`config.mk`:
```
export PLATFORM = sky130hd
export DESIGN_NAME = mini_pipe
export DESIGN_NICKNAME = d
export VERILOG_FILES = /design/src/mini_pipe_pkg.sv /design/src/mini_pipe_if.sv /design/src/mini_pipe.sv /design/src/result_stage.sv /design/src/execute_stage.sv /design/src/decode_stage.sv
export SDC_FILE = /design/constraint.sdc
export NUM_CORES = 2
export LEC_CHECK = 0
export BUFFER_PORTS_ARGS = -buffer_cell sky130_fd_sc_hd__buf_4
export CAP_MARGIN = 20
export CORE_UTILIZATION = 45
export DETAILED_ROUTE_END_ITERATION = 8
export GPL_ROUTABILITY_DRIVEN = 0
export PLACE_DENSITY = 0.58
export RECOVER_POWER = 25
export SYNTH_ARGS = -nofsm -noshare
export SYNTH_HDL_FRONTEND = slang
export SYNTH_HIERARCHICAL = 1
export SYNTH_SLANG_ARGS = --single-unit
```
`constraint.sdc`:
```
create_clock -name clk -period 6.05 [get_ports clk]
set_clock_uncertainty 0.2 [all_clocks]
set_input_delay 1.815 -clock clk [delete_from_list [all_inputs] [get_ports clk]]
set_output_delay 1.815 -clock clk [all_outputs]
set_load 0.05 [all_outputs]
```
`src/mini_pipe_pkg.sv`:
```
`default_nettype none

package mini_pipe_pkg;

  ////////////////////////////////////////////////////////////
  // instruction format
  ////////////////////////////////////////////////////////////

  parameter int inst_width     = 32;
  parameter int reg_addr_width = 5;

  // opcode 31..26, rs 25..21, rt 20..16, rd 15..11, imm 15..0
  parameter int opcode_msb = 31;
  parameter int rs_lsb     = 21;
  parameter int rt_lsb     = 16;
  parameter int rd_lsb     = 11;
  parameter int imm_width  = 16;

  ////////////////////////////////////////////////////////////
  // operation encodings
  ////////////////////////////////////////////////////////////

  // anything not listed decodes as nop
  typedef enum logic [5:0] {
    op_nop  = 6'h00,
    op_add  = 6'h01,
    op_sub  = 6'h02,
    op_and  = 6'h03,
    op_or   = 6'h04,
    op_xor  = 6'h05,
    op_slt  = 6'h06,
    op_addi = 6'h08,
    op_ori  = 6'h0d,
    op_lw   = 6'h23,
    op_sw   = 6'h2b
  } opcode_t;

  typedef enum logic [2:0] {
    alu_add = 3'd0,
    alu_sub = 3'd1,
    alu_and = 3'd2,
    alu_or  = 3'd3,
    alu_xor = 3'd4,
    alu_slt = 3'd5
  } alu_op_t;

  typedef enum logic [1:0] {
    mem_none  = 2'd0,
    mem_read  = 2'd1,
    mem_write = 2'd2
  } mem_op_t;

endpackage

`default_nettype wire
```
`src/mini_pipe_if.sv`:
```
`timescale 1ns/1ps
`default_nettype none

// decode register to execute
interface exec_if #(
  parameter int data_width = 32
) ();
  import mini_pipe_pkg::*;

  logic                      valid;
  alu_op_t                   alu_op;
  logic [reg_addr_width-1:0] rs;
  logic [reg_addr_width-1:0] rt;
  logic [reg_addr_width-1:0] dst_rd;
  logic [reg_addr_width-1:0] dst_rt;
  logic                      reg_dst;
  logic [data_width-1:0]     operand_a;
  logic [data_width-1:0]     operand_b;
  logic [imm_width-1:0]      imm;
  logic                      alu_src;
  logic                      reg_write;
  mem_op_t                   mem_op;

  modport decode (output valid, alu_op, rs, rt, dst_rd, dst_rt, reg_dst, operand_a,
                  operand_b, imm, alu_src, reg_write, mem_op);
  modport execute (input valid, alu_op, rs, rt, dst_rd, dst_rt, reg_dst, operand_a,
                   operand_b, imm, alu_src, reg_write, mem_op);
endinterface

// execute register to result plus the forward and writeback paths back
interface result_if #(
  parameter int data_width = 32
) ();
  import mini_pipe_pkg::*;

  logic                      valid;
  logic [data_width-1:0]     alu_result;
  logic [data_width-1:0]     store_data;
  logic [reg_addr_width-1:0] dst;
  logic                      reg_write;
  mem_op_t                   mem_op;
  logic [data_width-1:0]     fwd_data;
  logic                      wb_valid;
  logic [reg_addr_width-1:0] wb_dst;
  logic [data_width-1:0]     wb_data;

  modport execute (output valid, alu_result, store_data, dst, reg_write, mem_op,
                   input fwd_data, wb_valid, wb_dst, wb_data);
  modport result (input valid, alu_result, store_data, dst, reg_write, mem_op,
                  output fwd_data, wb_valid, wb_dst, wb_data);
  modport writeback (input wb_valid, wb_dst, wb_data);
endinterface

`default_nettype wire

```
`src/mini_pipe.sv`:
```
`timescale 1ns/1ps
`default_nettype none

module mini_pipe #(
  parameter int data_width = 32,
  parameter int num_regs   = 32,
  parameter int mem_depth  = 16
) (
  input  logic                                     clk,
  input  logic                                     rst_n,
  input  logic                                     instr_valid,
  input  logic [mini_pipe_pkg::inst_width-1:0]     instr,
  output logic                                     wb_valid,
  output logic [mini_pipe_pkg::reg_addr_width-1:0] wb_dst,
  output logic [data_width-1:0]                    wb_data
);

  ////////////////////////////////////////////////////////////
  // stage buses
  ////////////////////////////////////////////////////////////

  exec_if #(
    .data_width(data_width)
  ) ex_bus ();

  result_if #(
    .data_width(data_width)
  ) res_bus ();

  ////////////////////////////////////////////////////////////
  // stages
  ////////////////////////////////////////////////////////////

  decode_stage #(
    .data_width(data_width),
    .num_regs  (num_regs)
  ) u_decode (
    .clk        (clk),
    .rst_n      (rst_n),
    .instr_valid(instr_valid),
    .instr      (instr),
    .ex         (ex_bus),
    .wb         (res_bus)
  );

  execute_stage #(
    .data_width(data_width)
  ) u_execute (
    .clk  (clk),
    .rst_n(rst_n),
    .ex   (ex_bus),
    .res  (res_bus)
  );

  // drives the writeback outputs directly from its register
  result_stage #(
    .data_width(data_width),
    .mem_depth (mem_depth)
  ) u_result (
    .clk     (clk),
    .rst_n   (rst_n),
    .res     (res_bus),
    .wb_valid(wb_valid),
    .wb_dst  (wb_dst),
    .wb_data (wb_data)
  );

endmodule

`default_nettype wire

```
`src/result_stage.sv`:
```
`timescale 1ns/1ps
`default_nettype none

module result_stage #(
  parameter int data_width = 32,
  parameter int mem_depth  = 16
) (
  input  logic                                     clk,
  input  logic                                     rst_n,
  result_if.result                                 res,
  output logic                                     wb_valid,
  output logic [mini_pipe_pkg::reg_addr_width-1:0] wb_dst,
  output logic [data_width-1:0]                    wb_data
);
  import mini_pipe_pkg::*;

  localparam int addr_width = $clog2(mem_depth);

  logic [data_width-1:0]     mem [mem_depth];
  logic [addr_width-1:0]     addr;
  logic [data_width-1:0]     read_data;
  logic                      wb_valid_q;
  logic [reg_addr_width-1:0] wb_dst_q;
  logic [data_width-1:0]     wb_data_q;

  ////////////////////////////////////////////////////////////
  // word addressed data memory
  ////////////////////////////////////////////////////////////

  assign addr      = res.alu_result[addr_width-1:0];
  assign read_data = mem[addr];

  always_ff @(posedge clk) begin
    if (!rst_n) begin
      for (int i = 0; i < mem_depth; i++) begin
        mem[i] <= '0;
      end
    end else if (res.valid && res.mem_op == mem_write) begin
      mem[addr] <= res.store_data;
    end
  end

  // ex-stage forward value and writeback value
  assign res.fwd_data = (res.mem_op == mem_read) ? read_data : res.alu_result;

  // result register
  always_ff @(posedge clk) begin
    if (!rst_n) begin
      wb_valid_q <= 1'b0;
    end else begin
      wb_valid_q <= res.valid && res.reg_write && (res.dst != '0);
    end
  end

  always_ff @(posedge clk) begin
    if (res.valid) begin
      wb_dst_q  <= res.dst;
      wb_data_q <= res.fwd_data;
    end
  end

  assign res.wb_valid = wb_valid_q;
  assign res.wb_dst   = wb_dst_q;
  assign res.wb_data  = wb_data_q;
  assign wb_valid     = wb_valid_q;
  assign wb_dst       = wb_dst_q;
  assign wb_data      = wb_data_q;

endmodule

`default_nettype wire

```
`src/execute_stage.sv`:
```
`timescale 1ns/1ps
`default_nettype none

module execute_stage #(
  parameter int data_width = 32
) (
  input  logic      clk,
  input  logic      rst_n,
  exec_if.execute   ex,
  result_if.execute res
);
  import mini_pipe_pkg::*;

  logic                      ex_hit_a;
  logic                      ex_hit_b;
  logic                      wb_hit_a;
  logic                      wb_hit_b;
  logic [data_width-1:0]     op_a;
  logic [data_width-1:0]     fwd_b;
  logic [data_width-1:0]     op_b;
  logic [data_width-1:0]     alu_result;
  logic [reg_addr_width-1:0] dst;

  ////////////////////////////////////////////////////////////
  // forwarding
  ////////////////////////////////////////////////////////////

  // entry in the execute register is younger, so it wins
  assign ex_hit_a = res.valid && res.reg_write && (res.dst != '0) && (res.dst == ex.rs);
  assign ex_hit_b = res.valid && res.reg_write && (res.dst != '0) && (res.dst == ex.rt);

  // wb_valid already implies a write to a nonzero register
  assign wb_hit_a = res.wb_valid && (res.wb_dst == ex.rs);
  assign wb_hit_b = res.wb_valid && (res.wb_dst == ex.rt);

  assign op_a  = ex_hit_a ? res.fwd_data :
                 wb_hit_a ? res.wb_data  : ex.operand_a;
  assign fwd_b = ex_hit_b ? res.fwd_data :
                 wb_hit_b ? res.wb_data  : ex.operand_b;

  // immediate is zero extended
  assign op_b = ex.alu_src ? {{(data_width-imm_width){1'b0}}, ex.imm} : fwd_b;

  ////////////////////////////////////////////////////////////
  // alu and destination select
  ////////////////////////////////////////////////////////////

  always_comb begin
    case (ex.alu_op)
      alu_sub: alu_result = op_a - op_b;
      alu_and: alu_result = op_a & op_b;
      alu_or:  alu_result = op_a | op_b;
      alu_xor: alu_result = op_a ^ op_b;
      alu_slt: alu_result = {{(data_width-1){1'b0}}, $signed(op_a) < $signed(op_b)};
      default: alu_result = op_a + op_b;
    endcase
  end

  assign dst = ex.reg_dst ? ex.dst_rd : ex.dst_rt;

  // execute pipeline register
  always_ff @(posedge clk) begin
    if (!rst_n) begin
      res.valid <= 1'b0;
    end else begin
      res.valid <= ex.valid;
    end
  end

  always_ff @(posedge clk) begin
    if (ex.valid) begin
      res.alu_result <= alu_result;
      // forwarded rt is the sw store data
      res.store_data <= fwd_b;
      res.dst        <= dst;
      res.reg_write  <= ex.reg_write;
      res.mem_op     <= ex.mem_op;
    end
  end

endmodule

`default_nettype wire

```
`src/decode_stage.sv`:
```
`timescale 1ns/1ps
`default_nettype none

module decode_stage #(
  parameter int data_width = 32,
  parameter int num_regs   = 32
) (
  input  logic                                 clk,
  input  logic                                 rst_n,
  input  logic                                 instr_valid,
  input  logic [mini_pipe_pkg::inst_width-1:0] instr,
  exec_if.decode                               ex,
  result_if.writeback                          wb
);
  import mini_pipe_pkg::*;

  opcode_t                   opcode;
  logic [reg_addr_width-1:0] rs;
  logic [reg_addr_width-1:0] rt;
  logic [reg_addr_width-1:0] rd;
  logic [imm_width-1:0]      imm;
  alu_op_t                   alu_op;
  mem_op_t                   mem_op;
  logic                      alu_src;
  logic                      reg_dst;
  logic                      reg_write;
  logic [data_width-1:0]     regs [num_regs];
  logic [data_width-1:0]     rs_data;
  logic [data_width-1:0]     rt_data;

  assign opcode = opcode_t'(instr[opcode_msb -: $bits(opcode_t)]);
  assign rs     = instr[rs_lsb +: reg_addr_width];
  assign rt     = instr[rt_lsb +: reg_addr_width];
  assign rd     = instr[rd_lsb +: reg_addr_width];
  assign imm    = instr[imm_width-1:0];

  ////////////////////////////////////////////////////////////
  // control unit
  ////////////////////////////////////////////////////////////

  always_comb begin
    alu_op    = alu_add;
    mem_op    = mem_none;
    alu_src   = 1'b0;
    reg_dst   = 1'b0;
    reg_write = 1'b0;
    case (opcode)
      op_add, op_sub, op_and, op_or, op_xor, op_slt: begin
        reg_dst   = 1'b1;
        reg_write = 1'b1;
        case (opcode)
          op_sub:  alu_op = alu_sub;
          op_and:  alu_op = alu_and;
          op_or:   alu_op = alu_or;
          op_xor:  alu_op = alu_xor;
          op_slt:  alu_op = alu_slt;
          default: alu_op = alu_add;
        endcase
      end
      op_addi, op_ori, op_lw: begin
        alu_src   = 1'b1;
        reg_write = 1'b1;
        if (opcode == op_ori) begin
          alu_op = alu_or;
        end
        if (opcode == op_lw) begin
          mem_op = mem_read;
        end
      end
      op_sw: begin
        alu_src = 1'b1;
        mem_op  = mem_write;
      end
      default: ;
    endcase
  end

  ////////////////////////////////////////////////////////////
  // register file with writeback pass-through to reads
  ////////////////////////////////////////////////////////////

  function automatic logic [data_width-1:0] read_reg(input logic [reg_addr_width-1:0] addr);
    if (addr == '0) begin
      return '0;
    end else if (wb.wb_valid && wb.wb_dst == addr) begin
      return wb.wb_data;
    end
    return regs[addr];
  endfunction

  always_comb begin
    rs_data = read_reg(rs);
    rt_data = read_reg(rt);
  end

  // r0 never gets a wb_valid
  always_ff @(posedge clk) begin
    if (!rst_n) begin
      for (int i = 0; i < num_regs; i++) begin
        regs[i] <= '0;
      end
    end else if (wb.wb_valid) begin
      regs[wb.wb_dst] <= wb.wb_data;
    end
  end

  // decode pipeline register
  always_ff @(posedge clk) begin
    if (!rst_n) begin
      ex.valid <= 1'b0;
    end else begin
      ex.valid <= instr_valid;
    end
  end

  always_ff @(posedge clk) begin
    if (instr_valid) begin
      ex.alu_op    <= alu_op;
      ex.rs        <= rs;
      ex.rt        <= rt;
      ex.dst_rd    <= rd;
      ex.dst_rt    <= rt;
      ex.reg_dst   <= reg_dst;
      ex.operand_a <= rs_data;
      ex.operand_b <= rt_data;
      ex.imm       <= imm;
      ex.alu_src   <= alu_src;
      ex.reg_write <= reg_write;
      ex.mem_op    <= mem_op;
    end
  end

endmodule

`default_nettype wire

```
==> summary.txt <==
ROUTING
--------------------------------------------------------------------------------
Via count normalized by instance count                                      6.29
Aggregate routed wire length                                          313,000 um
Detailed-route via count                                                   60.6k
Detailed-router iteration count before antenna repair                          6
First-iteration detailed-routing DRC count                                 7,776
Wire length per cell after detailed routing                              32.5 um
Number of nets with antenna violations after routing                           0
Final routed DRC violation total                                               0

SETUP PATH
--------------------------------------------------------------------------------
R2R setup slack                                                          0.20 ns
Startpoint class of the critical path                                 input port
Worst reg2reg endpoint                                              u_execute/res.alu_result[27]
Endpoint class of the critical path                                    flip-flop
Critical R2R Launch                                                 u_execute/res.alu_result[3]
Endpoint required time on the critical path                              6.35 ns
Number of cells on the worst reg-to-reg path                                  21
Top fanout value on the critical path                                         24
Type of the worst setup path                                              in2reg
Worst endpoint data arrival time                                         6.39 ns

TIMING
--------------------------------------------------------------------------------
Final Max Slew Viols                                                         705
Share of the cycle needed by the critical path after routing                101%
Post-layout min period                                                   6.09 ns
Minimum setup slack in the final design                               -0.0409 ns
Number of setup violations in the final report                                23
Post-route setup TNS                                                   -0.621 ns
Worst relative slew slack                                                  -186%
Unrepaired setup endpoints after global routing                            false
Hold violation count in the final report                                       0
Worst Max-Slew Pin Slew                                                  4.29 ns
Max Freq                                                                 164 MHz

CELLS AND AREA
--------------------------------------------------------------------------------
Layout-stage area growth over the synthesis result                         11.0%
Net count reported at finish                                               6,881
Count of filler cells inserted in the layout                               17.4k
Final non-filler cell total                                                9,630
Final non-filler cell area                                          104,000 um^2
Share of post-route cells with drive strength above 1                      20.1%

GLOBAL ROUTE
--------------------------------------------------------------------------------
Via count of the first global-routing pass                                 59.0k
Number of antenna violations at the first check in global routing             19
GRT Residual Overflow                                                          0
Wire length of the first global-routing pass                          442,000 um
Largest net degree at the start of global routing                             76
Total track usage                                                          29.5%

CLOCK NETWORK
--------------------------------------------------------------------------------
Number of CTS-inserted buffers                                               191
CTS Root Cell                                                       sky130_fd_sc_hd__clkbuf_16
Number of clock sinks                                                      1,746
Clock tree from TritonCTS                                                   done
Worst-Skew Late Latency                                                  0.87 ns
Maximum count of clock buffers along a single path                             3
Max H-tree Level                                                               4
Clock transition at path regs                                            0.06 ns

POWER
--------------------------------------------------------------------------------
Power Dens Cells                                                     287 nW/um^2
Worst voltage drop across the vdd grid                                    314 uV
Leak pwr                                                                 37.4 nW

PLACE
--------------------------------------------------------------------------------
Post-detail-place hpwl                                                199,000 um
Cell count after placement                                                 9,256
I/O Buffers                                                                   72
Placement-stage cell area                                            98,000 um^2

FLOORPLANNING
--------------------------------------------------------------------------------
Core region area                                                    207,000 um^2
Vertical die dimension                                                    458 um
Die area                                                            210,000 um^2
Die width                                                                 458 um
Placement Rows                                                               167
Count of boundary I/O pins                                                    73
Initial Util                                                               45.3%

SYNTHESIS
--------------------------------------------------------------------------------
Top-area cell type share of the netlist area                               55.9%
Distinct cells, synth                                                        103
Cell type with the largest total area after synthesis               sky130_fd_sc_hd__edfxtp_1
Area of the mapped netlist                                           93,600 um^2
Synthesized instance count                                                 6,801
Synth top area cells                                                sky130_fd_sc_hd__edfxtp_1 56%, sky130_fd_sc_hd__mux4_2 13%, sky130_fd_sc_hd__and2_1 10%, sky130_fd_sc_hd__mux2i_1 4.2%, sky130_fd_sc_hd__clkbuf_1 1.5%
Count leader, synth                                                 sky130_fd_sc_hd__edfxtp_1
Fraction of registers with async set/reset                                    0%
Syn_area_per_cell                                                      13.8 um^2
Yosys Warn Count                                                               6
Most used flip-flop cell after synthesis                            sky130_fd_sc_hd__edfxtp_1
Mapped Nets                                                                6,934
Number of flops mapped to enable cells by yosys                            1,743
Register bit count reported by yosys                                       1,746
Sequential element share of the synthesized area                           56.0%
List of most frequent post-synthesis cells                          1,743 x sky130_fd_sc_hd__edfxtp_1, 1,542 x sky130_fd_sc_hd__and2_1, 549 x sky130_fd_sc_hd__mux4_2, 390 x sky130_fd_sc_hd__mux2i_1, 376 x sky130_fd_sc_hd__clkbuf_1

HOLD PATH
--------------------------------------------------------------------------------
Hold path depth                                                                0
Worst hold start                                                    u_decode/ex.mem_op[0]
Path class of the lowest-slack min-delay path                            reg2reg
End point of the worst hold path                                    u_execute/res.mem_op[0]

RUN
--------------------------------------------------------------------------------
Max Cap Viol                                                                  21

OUTCOME
--------------------------------------------------------------------------------
Failing checks                                                      capacitance limit, slew limit, setup timing
Outcome                                                             complete, but fails checks

[registers in the layout, summed over array words and instances, names as in the netlist, 11 cells and up]
signal,flops
u_decode/regs,1024
u_decode/ex.operand_a,32
u_decode/ex.operand_b,32
u_result/res.wb_data,32
u_decode/ex.imm,11
u_execute/res.alu_result,32
u_result/mem,512
u_execute/res.store_data,32
[what timing repair did]
item,CTS,global route
resized for setup,0,12
hold buffers,0,0
setup endpoints to repair,0,7
setup buffers,0,1
[report_power, final]
group	switching (mW)	total, mW	internal [mW]
logic	2.55	4.05	1.50
clock network	5.10	11.7	6.55
registers	0.313	14.2	13.8
total	7.96	29.9	21.9
[cells by family after synthesis]
logic type,synth area share [%]
XOR/XNOR,0.421
flip-flops,56.0
adder cells (fa/ha/maj),1.33
AND/OR/NAND/NOR,13.7
AO/OA/AOI/OAI,6.96
multiplexers,17.8
buffers and inverters,3.92
[layout by cell type (no fill, tap or decap), types with 108 or more instances in the layout]
cell type                   instances
sky130_fd_sc_hd__edfxtp_1        1743
sky130_fd_sc_hd__and2_1          1350
sky130_fd_sc_hd__mux4_2           549
sky130_fd_sc_hd__mux2i_1          390
sky130_fd_sc_hd__buf_4            333
sky130_fd_sc_hd__a21oi_1          225
sky130_fd_sc_hd__nor2_1           223
sky130_fd_sc_hd__clkbuf_16        192
sky130_fd_sc_hd__and2_0           192
sky130_fd_sc_hd__o22ai_1          142
sky130_fd_sc_hd__o21ai_0          110
sky130_fd_sc_hd__nand2_1          108
[routing by layer]
| layer | wire [um] | share of wire, % | GRT usage (%) | vias up |
|---|---|---|---|---|
| met5 | 104 | 0.033 | 0 | - |
| met4 | 17600 | 5.6 | 14.9 | 14 |
| met3 | 29700 | 9.5 | 5.55 | 614 |
| met2 | 144000 | 46 | 46.4 | 3275 |
| met1 | 121000 | 39 | 39.1 | 31123 |
| li1 | - | - | - | 25593 |
[layout make-up]
type                            instances  area (um^2)  area share, %
Clock inverter                        114         1200           1.16
Inverter                              103          387          0.372
Clock buffer                          243         4970           4.78
Tap cell                             2704         3380           3.25
Sequential cell                      1746        52400           50.4
Timing Repair Buffer                  431         3490           3.35
Multi-Input combinational cell       4275        38100           36.7
Antenna cell                           14         35.0         0.0337
[per-stage QoR]
step | utilization [%] | power, mW | setup WS, ns | hold WS [ns]
3_5_place_dp | 47.4 | 18.3 | 0.191 | 0.205
4_1_cts | 50.4 | 29.9 | 0.149 | 0.219
5_1_grt | 50.3 | 30.7 | 0.0126 | 0.239
6_report | 50.3 | 29.9 | -0.0409 | 0.219
2_1_floorplan | - | 16.8 | 0.409 | 0.200
3_3_place_gp | 47.4 | 18.3 | 0.123 | 0.209
[how the worst max path moves through the flow]
| stage | start | endpoint | slack, ns |
|---|---|---|---|
| 5_1_grt | u_execute/res.alu_result[1] | u_execute/res.alu_result[27] | 0.01 |
| 6_report | rst_n | u_decode/regs[11][10] | -0.04 |
| 4_1_cts | u_execute/res.alu_result[1] | u_execute/res.alu_result[0] | 0.15 |
| 3_3_place_gp | u_execute/res.alu_result[1] | u_execute/res.alu_result[0] | 0.12 |
| 3_5_place_dp | u_execute/res.alu_result[1] | u_execute/res.alu_result[0] | 0.19 |
| 2_1_floorplan | rst_n | u_decode/regs[24][0] | 0.41 |
[critical path, cell delays in order]
cell	delay, ns
sky130_fd_sc_hd__clkbuf_1	1.17
sky130_fd_sc_hd__nand4_1	0.18
sky130_fd_sc_hd__clkbuf_1	0.73
sky130_fd_sc_hd__o21ai_0	1.78
sky130_fd_sc_hd__buf_4	0.66
Power figures use the tool's default switching activity.
